`src/timer_unit_macros.svh`:
```
//////////////////////////////////////////////////////////////////////
// widths, register offsets and cfg bit positions of the timer unit
// offsets are byte addresses, only word-aligned accesses decode
//////////////////////////////////////////////////////////////////////

`ifndef TIMER_UNIT_MACROS_SVH
`define TIMER_UNIT_MACROS_SVH

`define TIMER_CNT_W   32
`define TIMER_PRESC_W 8
`define TIMER_ADDR_W  12
`define TIMER_DATA_W  32

// register map
`define TIMER_CFG_LO 12'h000
`define TIMER_CFG_HI 12'h004
`define TIMER_CNT_LO 12'h008  // write loads the counter
`define TIMER_CNT_HI 12'h00C
`define TIMER_CMP_LO 12'h010
`define TIMER_CMP_HI 12'h014
`define TIMER_RST_LO 12'h018  // write-only, reads zero
`define TIMER_RST_HI 12'h01C

// cfg fields
`define TIMER_CFG_EN        0
`define TIMER_CFG_IRQ_EN    2
`define TIMER_CFG_CLR_MATCH 4
`define TIMER_CFG_PRESC_EN  6
`define TIMER_CFG_PRESC_LSB 8

`endif

```
`src/timer_unit_pkg.sv`:
```
//////////////////////////////////////////////////////////////////////
// vector types shared by the timer RTL and its testbench
//////////////////////////////////////////////////////////////////////

`include "timer_unit_macros.svh"

package timer_unit_pkg;

   // counter and compare value
   typedef logic [`TIMER_CNT_W-1:0] cnt_t;

   // prescaler divide ratio
   typedef logic [`TIMER_PRESC_W-1:0] presc_t;

   // apb bus
   typedef logic [`TIMER_ADDR_W-1:0] apb_addr_t;
   typedef logic [`TIMER_DATA_W-1:0] apb_data_t;

endpackage : timer_unit_pkg

```
`src/timer_counter.sv`:
```
//////////////////////////////////////////////////////////////////////
// channel counter, advances on ticks only and wraps at 2^32
// clear beats load, both beat a tick; irq_o is a registered pulse
//////////////////////////////////////////////////////////////////////

`timescale 1ns/10ps

module timer_counter
   import timer_unit_pkg::*;
(
   input  logic clk_i,
   input  logic reset_i,
   input  logic tick_i,
   input  logic clear_i,
   input  logic load_i,
   input  logic clear_on_match_i,
   input  logic irq_en_i,
   input  cnt_t load_value_i,
   input  cnt_t cmp_i,
   output cnt_t count_o,
   output logic irq_o
);

   cnt_t count_q;
   logic irq_q;
   logic match;

   assign match = (count_q == cmp_i);

   always_ff @(posedge clk_i) begin
      if (reset_i) begin
         count_q <= '0;
         irq_q   <= 1'b0;
      end else begin
         irq_q <= 1'b0;  // pulse lasts one cycle
         if (clear_i) begin
            count_q <= '0;
         end else if (load_i) begin
            count_q <= load_value_i;
         end else if (tick_i) begin
            if (match) begin
               irq_q <= irq_en_i;
               // restart period in clear-on-match mode
               if (clear_on_match_i) begin
                  count_q <= '0;
               end else begin
                  count_q <= count_q + 1'b1;
               end
            end else begin
               count_q <= count_q + 1'b1;
            end
         end
      end
   end

   assign count_o = count_q;
   assign irq_o   = irq_q;

endmodule : timer_counter

```
`src/timer_prescaler.sv`:
```
//////////////////////////////////////////////////////////////////////
// tick generator, one tick per presc_i+1 running cycles when enabled
// tick_o is combinational from the divide count and the run inputs
//////////////////////////////////////////////////////////////////////

`timescale 1ns/10ps

module timer_prescaler
   import timer_unit_pkg::*;
(
   input  logic   clk_i,
   input  logic   reset_i,
   input  logic   enable_i,
   input  logic   stop_i,
   input  logic   presc_en_i,
   input  logic   clear_i,
   input  presc_t presc_i,
   output logic   tick_o
);

   logic   run;
   logic   wrap;
   presc_t div_q;

   assign run  = enable_i & ~stop_i;  // frozen by debug stop
   assign wrap = (div_q >= presc_i);  // >= so a smaller new ratio still wraps

   // bypass ticks on every running cycle
   assign tick_o = run & (~presc_en_i | wrap);

   always_ff @(posedge clk_i) begin
      if (reset_i || clear_i) begin
         div_q <= '0;
      end else if (!presc_en_i) begin
         div_q <= '0;  // restart cleanly when prescaler is turned on
      end else if (run) begin
         if (wrap) begin
            div_q <= '0;
         end else begin
            div_q <= div_q + 1'b1;
         end
      end
   end

endmodule : timer_prescaler

```
`src/timer_regs.sv`:
```
//////////////////////////////////////////////////////////////////////
// APB slave, no wait states; writes land on the edge ending access
// unmapped or unaligned offsets flag pslverr_o and read zero
//////////////////////////////////////////////////////////////////////

`timescale 1ns/10ps

`include "timer_unit_macros.svh"

module timer_regs
   import timer_unit_pkg::*;
(
   input  logic      clk_i,
   input  logic      reset_i,
   input  logic      psel_i,
   input  logic      penable_i,
   input  logic      pwrite_i,
   input  apb_addr_t paddr_i,
   input  apb_data_t pwdata_i,
   output apb_data_t prdata_o,
   output logic      pready_o,
   output logic      pslverr_o,
   input  cnt_t      lo_count_i,
   input  cnt_t      hi_count_i,
   output logic      lo_enable_o,
   output logic      lo_presc_en_o,
   output logic      lo_irq_en_o,
   output logic      lo_clear_on_match_o,
   output logic      lo_clear_o,
   output logic      lo_load_o,
   output presc_t    lo_presc_o,
   output cnt_t      lo_cmp_o,
   output cnt_t      lo_load_value_o,
   output logic      hi_enable_o,
   output logic      hi_presc_en_o,
   output logic      hi_irq_en_o,
   output logic      hi_clear_on_match_o,
   output logic      hi_clear_o,
   output logic      hi_load_o,
   output presc_t    hi_presc_o,
   output cnt_t      hi_cmp_o,
   output cnt_t      hi_load_value_o
);

   apb_data_t cfg_lo_q;
   apb_data_t cfg_hi_q;
   cnt_t      cmp_lo_q;
   cnt_t      cmp_hi_q;
   apb_data_t rdata;
   logic      addr_hit;
   logic      wr_en;

   // keep only the defined cfg fields
   function automatic apb_data_t cfg_mask(input apb_data_t d);
      apb_data_t m;
      m = '0;
      m[`TIMER_CFG_EN]        = d[`TIMER_CFG_EN];
      m[`TIMER_CFG_IRQ_EN]    = d[`TIMER_CFG_IRQ_EN];
      m[`TIMER_CFG_CLR_MATCH] = d[`TIMER_CFG_CLR_MATCH];
      m[`TIMER_CFG_PRESC_EN]  = d[`TIMER_CFG_PRESC_EN];
      m[`TIMER_CFG_PRESC_LSB +: `TIMER_PRESC_W] = d[`TIMER_CFG_PRESC_LSB +: `TIMER_PRESC_W];
      return m;
   endfunction

   assign wr_en = psel_i & penable_i & pwrite_i;

   // full-address match, so unaligned addresses fall to default
   always_comb begin
      addr_hit = 1'b1;
      rdata    = '0;
      case (paddr_i)
         `TIMER_CFG_LO: rdata = cfg_lo_q;
         `TIMER_CFG_HI: rdata = cfg_hi_q;
         `TIMER_CNT_LO: rdata = lo_count_i;  // live count
         `TIMER_CNT_HI: rdata = hi_count_i;
         `TIMER_CMP_LO: rdata = cmp_lo_q;
         `TIMER_CMP_HI: rdata = cmp_hi_q;
         `TIMER_RST_LO, `TIMER_RST_HI: rdata = '0;
         default: addr_hit = 1'b0;
      endcase
   end

   assign prdata_o  = rdata;
   assign pready_o  = 1'b1;
   assign pslverr_o = psel_i & penable_i & ~addr_hit;

   always_ff @(posedge clk_i) begin
      if (reset_i) begin
         cfg_lo_q <= '0;
         cfg_hi_q <= '0;
         cmp_lo_q <= '0;
         cmp_hi_q <= '0;
      end else if (wr_en) begin
         case (paddr_i)
            `TIMER_CFG_LO: cfg_lo_q <= cfg_mask(pwdata_i);
            `TIMER_CFG_HI: cfg_hi_q <= cfg_mask(pwdata_i);
            `TIMER_CMP_LO: cmp_lo_q <= pwdata_i;
            `TIMER_CMP_HI: cmp_hi_q <= pwdata_i;
            default: ;  // cnt and rst handled as pulses below
         endcase
      end
   end

   // load and clear pulses, one access cycle long
   assign lo_load_o       = wr_en & (paddr_i == `TIMER_CNT_LO);
   assign hi_load_o       = wr_en & (paddr_i == `TIMER_CNT_HI);
   assign lo_clear_o      = wr_en & (paddr_i == `TIMER_RST_LO);
   assign hi_clear_o      = wr_en & (paddr_i == `TIMER_RST_HI);
   assign lo_load_value_o = pwdata_i;
   assign hi_load_value_o = pwdata_i;

   assign lo_enable_o         = cfg_lo_q[`TIMER_CFG_EN];
   assign lo_irq_en_o         = cfg_lo_q[`TIMER_CFG_IRQ_EN];
   assign lo_clear_on_match_o = cfg_lo_q[`TIMER_CFG_CLR_MATCH];
   assign lo_presc_en_o       = cfg_lo_q[`TIMER_CFG_PRESC_EN];
   assign lo_presc_o          = cfg_lo_q[`TIMER_CFG_PRESC_LSB +: `TIMER_PRESC_W];
   assign lo_cmp_o            = cmp_lo_q;

   assign hi_enable_o         = cfg_hi_q[`TIMER_CFG_EN];
   assign hi_irq_en_o         = cfg_hi_q[`TIMER_CFG_IRQ_EN];
   assign hi_clear_on_match_o = cfg_hi_q[`TIMER_CFG_CLR_MATCH];
   assign hi_presc_en_o       = cfg_hi_q[`TIMER_CFG_PRESC_EN];
   assign hi_presc_o          = cfg_hi_q[`TIMER_CFG_PRESC_LSB +: `TIMER_PRESC_W];
   assign hi_cmp_o            = cmp_hi_q;

endmodule : timer_regs

```
`src/timer_unit.sv`:
```
//////////////////////////////////////////////////////////////////////
// two independent 32-bit timer channels behind one APB slave
// stoptimer_i freezes both prescalers, so both counts hold
//////////////////////////////////////////////////////////////////////

`timescale 1ns/10ps

module timer_unit
   import timer_unit_pkg::*;
(
   input  logic      clk_i,
   input  logic      reset_i,
   input  logic      stoptimer_i,
   input  logic      psel_i,
   input  logic      penable_i,
   input  logic      pwrite_i,
   input  apb_addr_t paddr_i,
   input  apb_data_t pwdata_i,
   output apb_data_t prdata_o,
   output logic      pready_o,
   output logic      pslverr_o,
   output logic      irq_lo_o,
   output logic      irq_hi_o
);

   logic   lo_enable, hi_enable;
   logic   lo_presc_en, hi_presc_en;
   logic   lo_irq_en, hi_irq_en;
   logic   lo_clear_on_match, hi_clear_on_match;
   logic   lo_clear, hi_clear;
   logic   lo_load, hi_load;
   logic   lo_tick, hi_tick;
   presc_t lo_presc, hi_presc;
   cnt_t   lo_cmp, hi_cmp;
   cnt_t   lo_load_value, hi_load_value;
   cnt_t   lo_count, hi_count;

   timer_regs u_regs (
      .clk_i               (clk_i),
      .reset_i             (reset_i),
      .psel_i              (psel_i),
      .penable_i           (penable_i),
      .pwrite_i            (pwrite_i),
      .paddr_i             (paddr_i),
      .pwdata_i            (pwdata_i),
      .prdata_o            (prdata_o),
      .pready_o            (pready_o),
      .pslverr_o           (pslverr_o),
      .lo_count_i          (lo_count),
      .hi_count_i          (hi_count),
      .lo_enable_o         (lo_enable),
      .lo_presc_en_o       (lo_presc_en),
      .lo_irq_en_o         (lo_irq_en),
      .lo_clear_on_match_o (lo_clear_on_match),
      .lo_clear_o          (lo_clear),
      .lo_load_o           (lo_load),
      .lo_presc_o          (lo_presc),
      .lo_cmp_o            (lo_cmp),
      .lo_load_value_o     (lo_load_value),
      .hi_enable_o         (hi_enable),
      .hi_presc_en_o       (hi_presc_en),
      .hi_irq_en_o         (hi_irq_en),
      .hi_clear_on_match_o (hi_clear_on_match),
      .hi_clear_o          (hi_clear),
      .hi_load_o           (hi_load),
      .hi_presc_o          (hi_presc),
      .hi_cmp_o            (hi_cmp),
      .hi_load_value_o     (hi_load_value)
   );

   // low channel
   timer_prescaler u_presc_lo (
      .clk_i      (clk_i),
      .reset_i    (reset_i),
      .enable_i   (lo_enable),
      .stop_i     (stoptimer_i),
      .presc_en_i (lo_presc_en),
      .clear_i    (lo_clear),
      .presc_i    (lo_presc),
      .tick_o     (lo_tick)
   );

   timer_counter u_cnt_lo (
      .clk_i            (clk_i),
      .reset_i          (reset_i),
      .tick_i           (lo_tick),
      .clear_i          (lo_clear),
      .load_i           (lo_load),
      .clear_on_match_i (lo_clear_on_match),
      .irq_en_i         (lo_irq_en),
      .load_value_i     (lo_load_value),
      .cmp_i            (lo_cmp),
      .count_o          (lo_count),
      .irq_o            (irq_lo_o)
   );

   // high channel
   timer_prescaler u_presc_hi (
      .clk_i      (clk_i),
      .reset_i    (reset_i),
      .enable_i   (hi_enable),
      .stop_i     (stoptimer_i),
      .presc_en_i (hi_presc_en),
      .clear_i    (hi_clear),
      .presc_i    (hi_presc),
      .tick_o     (hi_tick)
   );

   timer_counter u_cnt_hi (
      .clk_i            (clk_i),
      .reset_i          (reset_i),
      .tick_i           (hi_tick),
      .clear_i          (hi_clear),
      .load_i           (hi_load),
      .clear_on_match_i (hi_clear_on_match),
      .irq_en_i         (hi_irq_en),
      .load_value_i     (hi_load_value),
      .cmp_i            (hi_cmp),
      .count_o          (hi_count),
      .irq_o            (irq_hi_o)
   );

endmodule : timer_unit

```
`config.mk`:
```
export PLATFORM = sky130hd
export DESIGN_NAME = timer_unit
export DESIGN_NICKNAME = d
export VERILOG_FILES = /design/src/timer_unit_pkg.sv /design/src/timer_counter.sv /design/src/timer_prescaler.sv /design/src/timer_regs.sv /design/src/timer_unit.sv
export VERILOG_INCLUDE_DIRS = /design/src /design/src/src
export SDC_FILE = /design/constraint.sdc
export NUM_CORES = 1
export LEC_CHECK = 0
export ABC_AREA = 1
export BUFFER_PORTS_ARGS = -buffer_cell sky130_fd_sc_hd__buf_2
export CORE_ASPECT_RATIO = 0.5
export CORE_MARGIN = 8
export CORE_UTILIZATION = 40
export DETAILED_ROUTE_END_ITERATION = 10
export GPL_TIMING_DRIVEN = 0
export SYNTH_ARGS = -nofsm -noshare
export SYNTH_HDL_FRONTEND = slang
export SYNTH_HIERARCHICAL = 1
export SYNTH_SLANG_ARGS = --single-unit
```
`constraint.sdc`:
```
create_clock -name clk_i -period 2.7 [get_ports clk_i]
set_input_delay 0.54 -clock clk_i [delete_from_list [all_inputs] [get_ports clk_i]]
set_output_delay 0.54 -clock clk_i [all_outputs]
set_load 0.02 [all_outputs]
```
# [Yosys cells after proc, flatten, opt, wreduce, memory -nomap -nowiden]
# Cells that the tools add are included.
[classes] add_sub_neg=4 mul=0 div_mod_pow=0 n_lt_le_gt_ge=2 n_eq_ne=9 shifts=0 n_mux=12 bitwise=21 reduce_logical=16
[ops] operator="$mux 32" n=8
[ops] operator="$pmux 32 s6" n=1
[ops] operator="$add 32x1->32 const B" n=2
[ops] operator="$eq 32x32->1" n=2
[ops] operator="$eq 12x5->1 const B" n=4
[ops] operator="$eq 12x4->1 const B" n=2
[ops] operator="$add 8x1->8 const B" n=2
[ops] operator="$ge 8x8->1" n=2
[ops] operator="$mux 8" n=2
[ops] operator="$eq 12x3->1 const B" n=1
[ops] operator="$logic_not 12->1" n=1
[ops] operator="$and 1x1->1" n=11
[ops] operator="$reduce_or 5->1" n=2
[ops] operator="$not 1->1" n=8
[ops] operator="$reduce_and 2->1" n=4
[ops] operator="$reduce_or 2->1" n=4
[ops] operator="$reduce_or 8->1" n=1
[ops] operator="$reduce_bool 2->1" n=2
[ops] operator="$logic_or 1x1->1" n=2
[ops] operator="$or 1x1->1" n=2
[ops] operator="$mux 1" n=1
[word_totals] ff_bits=170 latchBits=0 mem_bits_rw=0 romBits=0 input_bits=50 out_inout_bits=36 elab_cells=74 memories=0

# [Depth between registers and ports, before layout]
# Gate-level depths: netlist (run 1).
[depth] word_depth=5 mapped_depth=17

# [Hierarchy]
# The synthesis (run 1) kept the hierarchy.
[by_module_without_submodules] mod="timer_regs" instances=1 cells_each=1046 area_per_inst_um2=6144.6
[by_module_without_submodules] mod="timer_counter at u_cnt_lo" instances=1 cells_each=424 area_per_inst_um2=2723.9
[by_module_without_submodules] mod="timer_counter at u_cnt_hi" instances=1 cells_each=424 area_per_inst_um2=2717.6
[by_module_without_submodules] mod="timer_prescaler" instances=2 cells_each=88 area_per_inst_um2=618.1

# [Worst setup path after synthesis (run 1)]
# OpenSTA, ideal clock, no wires.
[synth_path] path_type="in2out" start="input paddr_i[11]" end="output prdata_o[21]" t_arrival_ns=1.616 t_required_ns=2.160 path_slack_ns=0.544 stages=9 n_path_buf=2 cell_sequence="nor2_1 -> nand2_2 -> inv_2 -> nand2_4 -> nor2_1 -> buf_2 -> buf_4 -> nand2_1 -> nand4_1"
[synth_between] elab_chain_len=2
[synth_lines] item="start: declaration" line_no="timer_unit.sv:17" rtl="input apb_addr_t paddr_i,"
[synth_lines] item="$eq 12x5->1, or another cell as far along" line_no="timer_regs.sv:71" rtl="case (paddr_i)"
[synth_lines] item="$pmux 32 s6 *" line_no="timer_regs.sv:71"
[synth_lines] item="end: declaration" line_no="timer_unit.sv:19" rtl="output apb_data_t prdata_o,"
# Mark *: on every way between the ends. The rest lies on a longest branch, timed or not.

# [Worst setup path in the final report (run 1)]
[layout_path] start="input paddr_i[1]" end="output prdata_o[13]"
# The elaborated chain is that of the path after synthesis.

==> results.md, run 1 <==
- Fin crit share: 0.989
- Final setup margin: 0.0284 ns
- Final ANT Viol Nets: 0
- Post-synthesis async set-or-reset flop share: 0
- DR pass1 iterations: 6
- Yosys reg bits: 170
- Site Rows: 46
- Diode count: 0
- Die W: 269 um
- Mean number of vias per cell: 5.20
- Area of the mapped netlist: 12,800 um^2
- Worst setup EP type: primary output
- Congestion Overflow GR: 0
- Area delta synth->final: 13.7%
- Num CTS Buffers: 17
- F_max: 374 MHz
- Tightest Pin Transition: 0.771 ns
- Sequential fraction of the synthesis area: 0.265
- Register area: 3400 um^2
- Max-slew violations: 0
- Slew headroom: 0.484
- Req. time, crit path: 2.16 ns
- Routed len/inst: 19.1 um
- Power Dens Cells: 381 nW/um^2
- Crit path DAT: 2.13 ns
- WS Path Type: in2out
- Post-synth top flop: dfxtp_1
- Avg Cell Area, Syn: 6.19 um^2
- Worst-skew pair later-pin latency: 0.46 ns
- FILL cells: 3,406
- Peak VDD IR: 0.315 mV
- Crit start category: primary input
- Root Buffer: clkbuf_16
- Critical-path cell list: buf_2, inv_1, nand2_1, nor2_2, buf_4, clkbuf_4, nand3_1, nand2_1, nor2_1, nand2_1, buf_2
- Syn Nets: 2,140
- Drt drc: 0
- Nets: 2,246
- Min-delay worst type: in2reg
- All-layer global routing usage: 0.254
- CP Max Fanout: 10
- First-pass GRT wire length: 74,200 um
- Final Critical Period: 2.67 ns
- Final setup vio count: 0
- Starting Density: 0.406
- EDFF count, synth: 0
- CP peak stage delay: 0.27 ns
- Most Frequent Cell on Critical Path: nand2_1
- Die Y: 143 um
- Vias in the first global route: 12,195
- PortBufs: 84
- Htree depth: 4
- Synth warnings: 6
- Outcome: finished clean
- Syn Inst Count: 2,070
- Unrepaired setup endpoints after global routing: yes
- I/O Pins: 86
- Initial DRC count: 1,538
- GP Congestion: 0.992
- Via count: 13,630
- Die ar.: 38,400 um^2
- Initial antenna violation count: 0
- Critical path's slowest cell: buf_4
- CORE AREA: 31,600 um^2
- Pre-CTS WS: -0.657 ns
- WL final: 50,000 um
- Multi-input gate area in the final layout: 7350 um^2
- Clock skew: 0.0109 ns
- CTS Hold Bufs: 0
- Leak: 6.68 nW
- CTS tree: done
- Synth cell types: 36
- WHS: 0.460 ns
- Pin count of the biggest net entering global routing: 20
- Layout cell share with drive strength beyond 1: 0.163
- Endpoints failing hold: 0
- Max Cap Violations: 0
- Clock sink total: 170
- CTS max path bufs: 2
- Post-layout util: 0.461
- CTS clk-pin slew, worst paths: 0.07 ns
- HPWL after detailed placement: 39,600 um
-- worst max-delay path: cells and delay by family --
kind	cells	cell delay [ns]
buf+inv	5	0.85
simple gates	6	0.71
-- layer usage --
layer  track usage  wire length, um
met5             0                0
met4        0.0922             1480
met3        0.0735             5510
met2         0.362            20000
met1         0.358            23000
-- stage by stage --
| stage | cell area [um^2] | power [mW] | instances | setup TNS [ns] |
|---|---|---|---|---|
| after detailed placement | 13800 | 2.90 | 2586 | -30.90 |
| after CTS | 14500 | 5.58 | 2618 | 0 |
| after global placement | 13800 | 2.90 | 2586 | -31.69 |
| after global routing | 14600 | 5.73 | 2621 | -0.0160 |
| final | 14600 | 5.56 | 2621 | 0 |
| after floorplan | 12800 | 2.75 | 2070 | 0 |
-- layout make-up --
class                      instances  share of cell area
clock inverter                    11             0.00978
timing repair buffer              88              0.0318
clock buffer                      21              0.0330
tap                              432              0.0371
buffer                           163              0.0704
multi-input combinational       1423               0.504
inverter                         313              0.0806
sequential                       170               0.233
-- where the power goes --
group / internal, mW / switching [mW]
sequential: 2.51 / 0.000147
combinational: 0.122 / 0.236
clock: 1.55 / 1.15
total: 4.18 / 1.38
-- synth_stat cells (20+ instances only) --
cell type,count,area (um^2)
buf_4,72,541
nand3_1,167,836
a21oi_1,75,375
xnor2_1,54,473
ha_1,20,250
clkbuf_1,28,105
a22oi_1,64,480
buf_2,52,260
nor2_1,230,863
nand4_1,121,757
inv_1,296,1110
xor2_1,42,368
nand2_1,541,2030
dfxtp_1,170,3400
-- kinds of logic after synthesis --
family | Yosys count | share of synthesized area
fa+ha+maj | 20 | 0.0195
simple gates | 1153 | 0.410
xor+xnor | 96 | 0.0656
buf+inv | 477 | 0.166
other cells | 1 | 0.000292
flops | 170 | 0.265
compound gates | 153 | 0.0728
-- final timing paths --
path / startpoint / to / slack, ns / depth (start not counted)
worst min-delay path: pwdata_i[6] / u_regs/cfg_hi_q[6]$_SDFFE_PP0P_ / 0.46 / 3
worst min register to register: u_regs/cfg_lo_q[6]$_SDFFE_PP0P_ / u_regs/cfg_lo_q[6]$_SDFFE_PP0P_ / 0.50 / 2
worst max-delay path: paddr_i[1] / prdata_o[13] / 0.03 / 11
worst max register to register: u_regs/cfg_lo_q[15]$_SDFFE_PP0P_ / u_cnt_lo/count_o[29]$_SDFFE_PP0P_ / 0.27 / 12
-- placed cells by master, fill, tap and decap left out, drive strengths merged, types with 20 or more instances in the layout --
master,instances
a21oi,75
a22oi,64
buf,214
clkbuf,58
dfxtp,170
ha,20
inv,313
nand2,556
nand3,177
nand4,123
nor2,256
nor3,27
xnor2,54
xor2,42
-- timing repair --
action                                  in CTS  in global routing
buffers inserted                             1                  3
gates resized for setup                     19                 45
pin swaps                                    0                  3
endpoints found under the setup margin      96                 98
-- registers in the layout, indices dropped and copies added, names as in the netlist --
signal            count
u_cnt_hi/count_o     32
u_cnt_hi/irq_o        1
u_cnt_lo/count_o     32
u_cnt_lo/irq_o        1
u_presc_hi/div_q      8
u_presc_lo/div_q      8
u_regs/cfg_hi_q      12
u_regs/cfg_lo_q      12
u_regs/hi_cmp_o      32
u_regs/lo_cmp_o      32
No activity file was read; power rests on OpenSTA's default activity.
==> run 2: changes to the inputs <==
- BUFFER_PORTS_ARGS: -buffer_cell sky130_fd_sc_hd__buf_2 -> unset
- DONT_BUFFER_PORTS: unset -> 1
==> run 2 against run 1 <==
Net effect:
- the flow now finishes with violations (negative setup slack)
- critical path depth down 1
- utilization decreased by 1.6 points
- non-clock buffer count down 85
- final area decreased by 3.4%
- register-to-register slack worse by 0.07 ns
- sequential cell count did not move
- highest routed layer unchanged
==> results.md, run 2 (synthesized netlist as in run 1, its figures left out) <==
- Outcome: complete, but fails checks
- Violated checks: negative setup slack
- Die Y: 143 um (unchanged)
- Clock sink total: 170 (unchanged)
- WL final: 49,600 um (-0.78%)
- Starting Density: 0.406 (unchanged)
- HPWL after detailed placement: 39,700 um (+0.35%)
- CTS clk-pin slew, worst paths: 0.06 ns (about the same)
- CTS max path bufs: 2 (unchanged)
- Root Buffer: clkbuf_16
- Slew headroom: 0.494 (+0.0101)
- Layout cell share with drive strength beyond 1: 0.122 (-0.0405)
- Pin count of the biggest net entering global routing: 17 (-15%)
- Mean number of vias per cell: 5.29 (+1.7%)
- Flop pwr share: 0.458 (+0.007)
- NetSw: 1.28 mW (-7.7%)
- Peak VDD IR: 0.339 mV (+7.4%)
- CTS Hold Bufs: 0 (unchanged)
- Drt drc: 0 (unchanged)
- GP Congestion: 0.968 (-2.4%)
- First-pass GRT wire length: 73,300 um (-1.2%)
- Leak: 6.24 nW (-6.5%)
- PortBufs: 0 (-100%)
- Power Dens Cells: 388 nW/um^2 (+1.8%)
- Final ANT Viol Nets: 0 (unchanged)
- Tightest Pin Transition: 0.756 ns (-0.0152 ns)
- Min-delay worst type: in2reg
- Site Rows: 46 (unchanged)
- Worst-skew pair later-pin latency: 0.45 ns (about the same)
- Congestion Overflow GR: 0 (unchanged)
- CP Max Fanout: 10 (unchanged)
- Fin crit share: 1.01 (+0.0178)
- Die W: 269 um (unchanged)
- Die ar.: 38,400 um^2 (unchanged)
- Htree depth: 4 (unchanged)
- Clock skew: 0.00907 ns (-0.00185 ns)
- Crit path DAT: 3.03 ns (+0.90 ns)
- Num CTS Buffers: 17 (unchanged)
- Endpoints failing hold: 0 (unchanged)
- PnR Total Power: 5.47 mW (-1.7%)
- All-layer global routing usage: 0.252 (-0.00198)
- Max Cap Violations: 0 (unchanged)
- Worst setup EP type: flip-flop
- CTS tree: done
- Routed len/inst: 19.6 um (+2.5%)
- Max-slew violations: 0 (unchanged)
- Req. time, crit path: 3.01 ns (+0.85 ns)
- I/O Pins: 86 (unchanged)
- Via count: 13,410 (-1.6%)
- Commonest non-fill, non-tap cell in the layout: nand2_1
- Final setup vio count: 1 (+1)
- Final setup margin: -0.0196 ns (-0.0480 ns)
- Power Internal: 4.19 mW (+0.31%)
- WS Path Type: in2reg
- Diode count: 0 (unchanged)
- Initial antenna violation count: 0 (unchanged)
- FILL cells: 3,409 (+0.088%)
- Area delta synth->final: 9.79%
- Clock group share of total power: 0.495 (+0.010)
- Final Critical Period: 2.72 ns (+0.0480 ns)
- TNS Setup: -0.0196 ns (-0.0196 ns)
- F_max: 368 MHz (-1.8%)
- Net Sw Frac: 0.233 (-0.0153)
- Initial DRC count: 1,660 (+7.9%)
- CORE AREA: 31,600 um^2 (unchanged)
- Vias in the first global route: 11,969 (-1.9%)
- Crit start category: primary input
- Most frequent cells in the layout: 540 x nand2_1, 296 x inv_1, 229 x nor2_1
- DR pass1 iterations: 6 (unchanged)
- Comb pwr share: 0.047 (-0.017)
- Nets: 2,161 (-3.8%)
run 2: changes by cell type in the layout (fill, tap and decap cells not counted), moves of 3 or more:
| cell | change |
|---|---|
| buf_2 | -78 |
| clkbuf_2 | -8 |
| clkbuf_1 | +7 |
| clkbuf_4 | -6 |
| buf_6 | -4 |
| nor2_1 | +4 |
| nor2_4 | -3 |
run 2: path summary, 6_finish.rpt:
| kind | startpoint | end | slack (ns) | depth (start not counted) |
|---|---|---|---|---|
| worst min register to register | u_regs/cfg_lo_q[10]$_SDFFE_PP0P_ | u_regs/cfg_lo_q[10]$_SDFFE_PP0P_ | 0.49 | 2 |
| worst max-delay path | psel_i | u_cnt_lo/count_o[24]$_SDFFE_PP0P_ | -0.02 | 10 |
| worst max register to register | u_presc_lo/div_q[3]$_SDFFE_PP0P_ | u_cnt_lo/count_o[24]$_SDFFE_PP0P_ | 0.20 | 14 |
| worst min-delay path | pwdata_i[6] | u_regs/cfg_hi_q[6]$_SDFFE_PP0P_ | 0.23 | 2 |
run 2: timing repair:
| action | in CTS | in global routing |
|---|---|---|
| endpoints found under the hold margin | 0 | 0 |
| setup endpoints to repair | 47 | 79 |
| resized for setup | 5 | 30 |
| setup buffers | 0 | 3 |
| cloned | 0 | 0 |
| pin swaps | 0 | 5 |
run 2: cell type report:
class | count | area, um^2 | share of cell area
clock buffers | 19 | 453 | 0.0322
multi-input cells | 1423 | 7310 | 0.520
plain buffers | 163 | 982 | 0.0698
inverters | 313 | 1170 | 0.0835
well taps | 432 | 541 | 0.0384
repair buffers | 3 | 35.0 | 0.00249
flip-flops and latches | 170 | 3400 | 0.242
clock inverters | 13 | 174 | 0.0124
run 2: power by group through the flow:
stage,clock network [mW],logic (mW),registers [mW]
after floorplan,0,0.188,2.56
after global placement,0,0.241,2.56
after detailed placement,0,0.242,2.56
after CTS,2.75,0.243,2.51
after global routing,2.86,0.273,2.50
final,2.71,0.255,2.51
run 2: worst max-delay path, cell delays in order:
cell and delay (ns):
nand2_1 0.05, nor2_2 0.28, buf_2 0.35, inv_1 0.16, nor2_1 0.26, clkbuf_1 0.55, nor2_1 0.25, clkbuf_2 0.28
a22oi_1 0.21, a21oi_1 0.09
run 2: layer usage:
metal / global-route usage / up-vias / wire length (um)
met5: 0 / - / 0
met4: 0.0891 / 0 / 1360
met3: 0.0565 / 79 / 4960
met2: 0.367 / 586 / 20300
met1: 0.360 / 6186 / 23000
li1: - / 6559 / -
run 2: through the flow:
| stage | cells | hold WS [ns] | instance area [um^2] | worst slack [ns] | util |
|---|---|---|---|---|---|
| floorplan | 2070 | 0.454 | 12800 | 0.544 | - |
| global placement | 2502 | 0.477 | 13400 | -0.428 | 0.423 |
| detailed placement | 2502 | 0.476 | 13400 | -0.440 | 0.423 |
| CTS | 2534 | 0.209 | 14000 | 0.00939 | 0.443 |
| global route | 2536 | 0.215 | 14100 | -0.00326 | 0.446 |
| finish | 2536 | 0.229 | 14100 | -0.0196 | 0.446 |
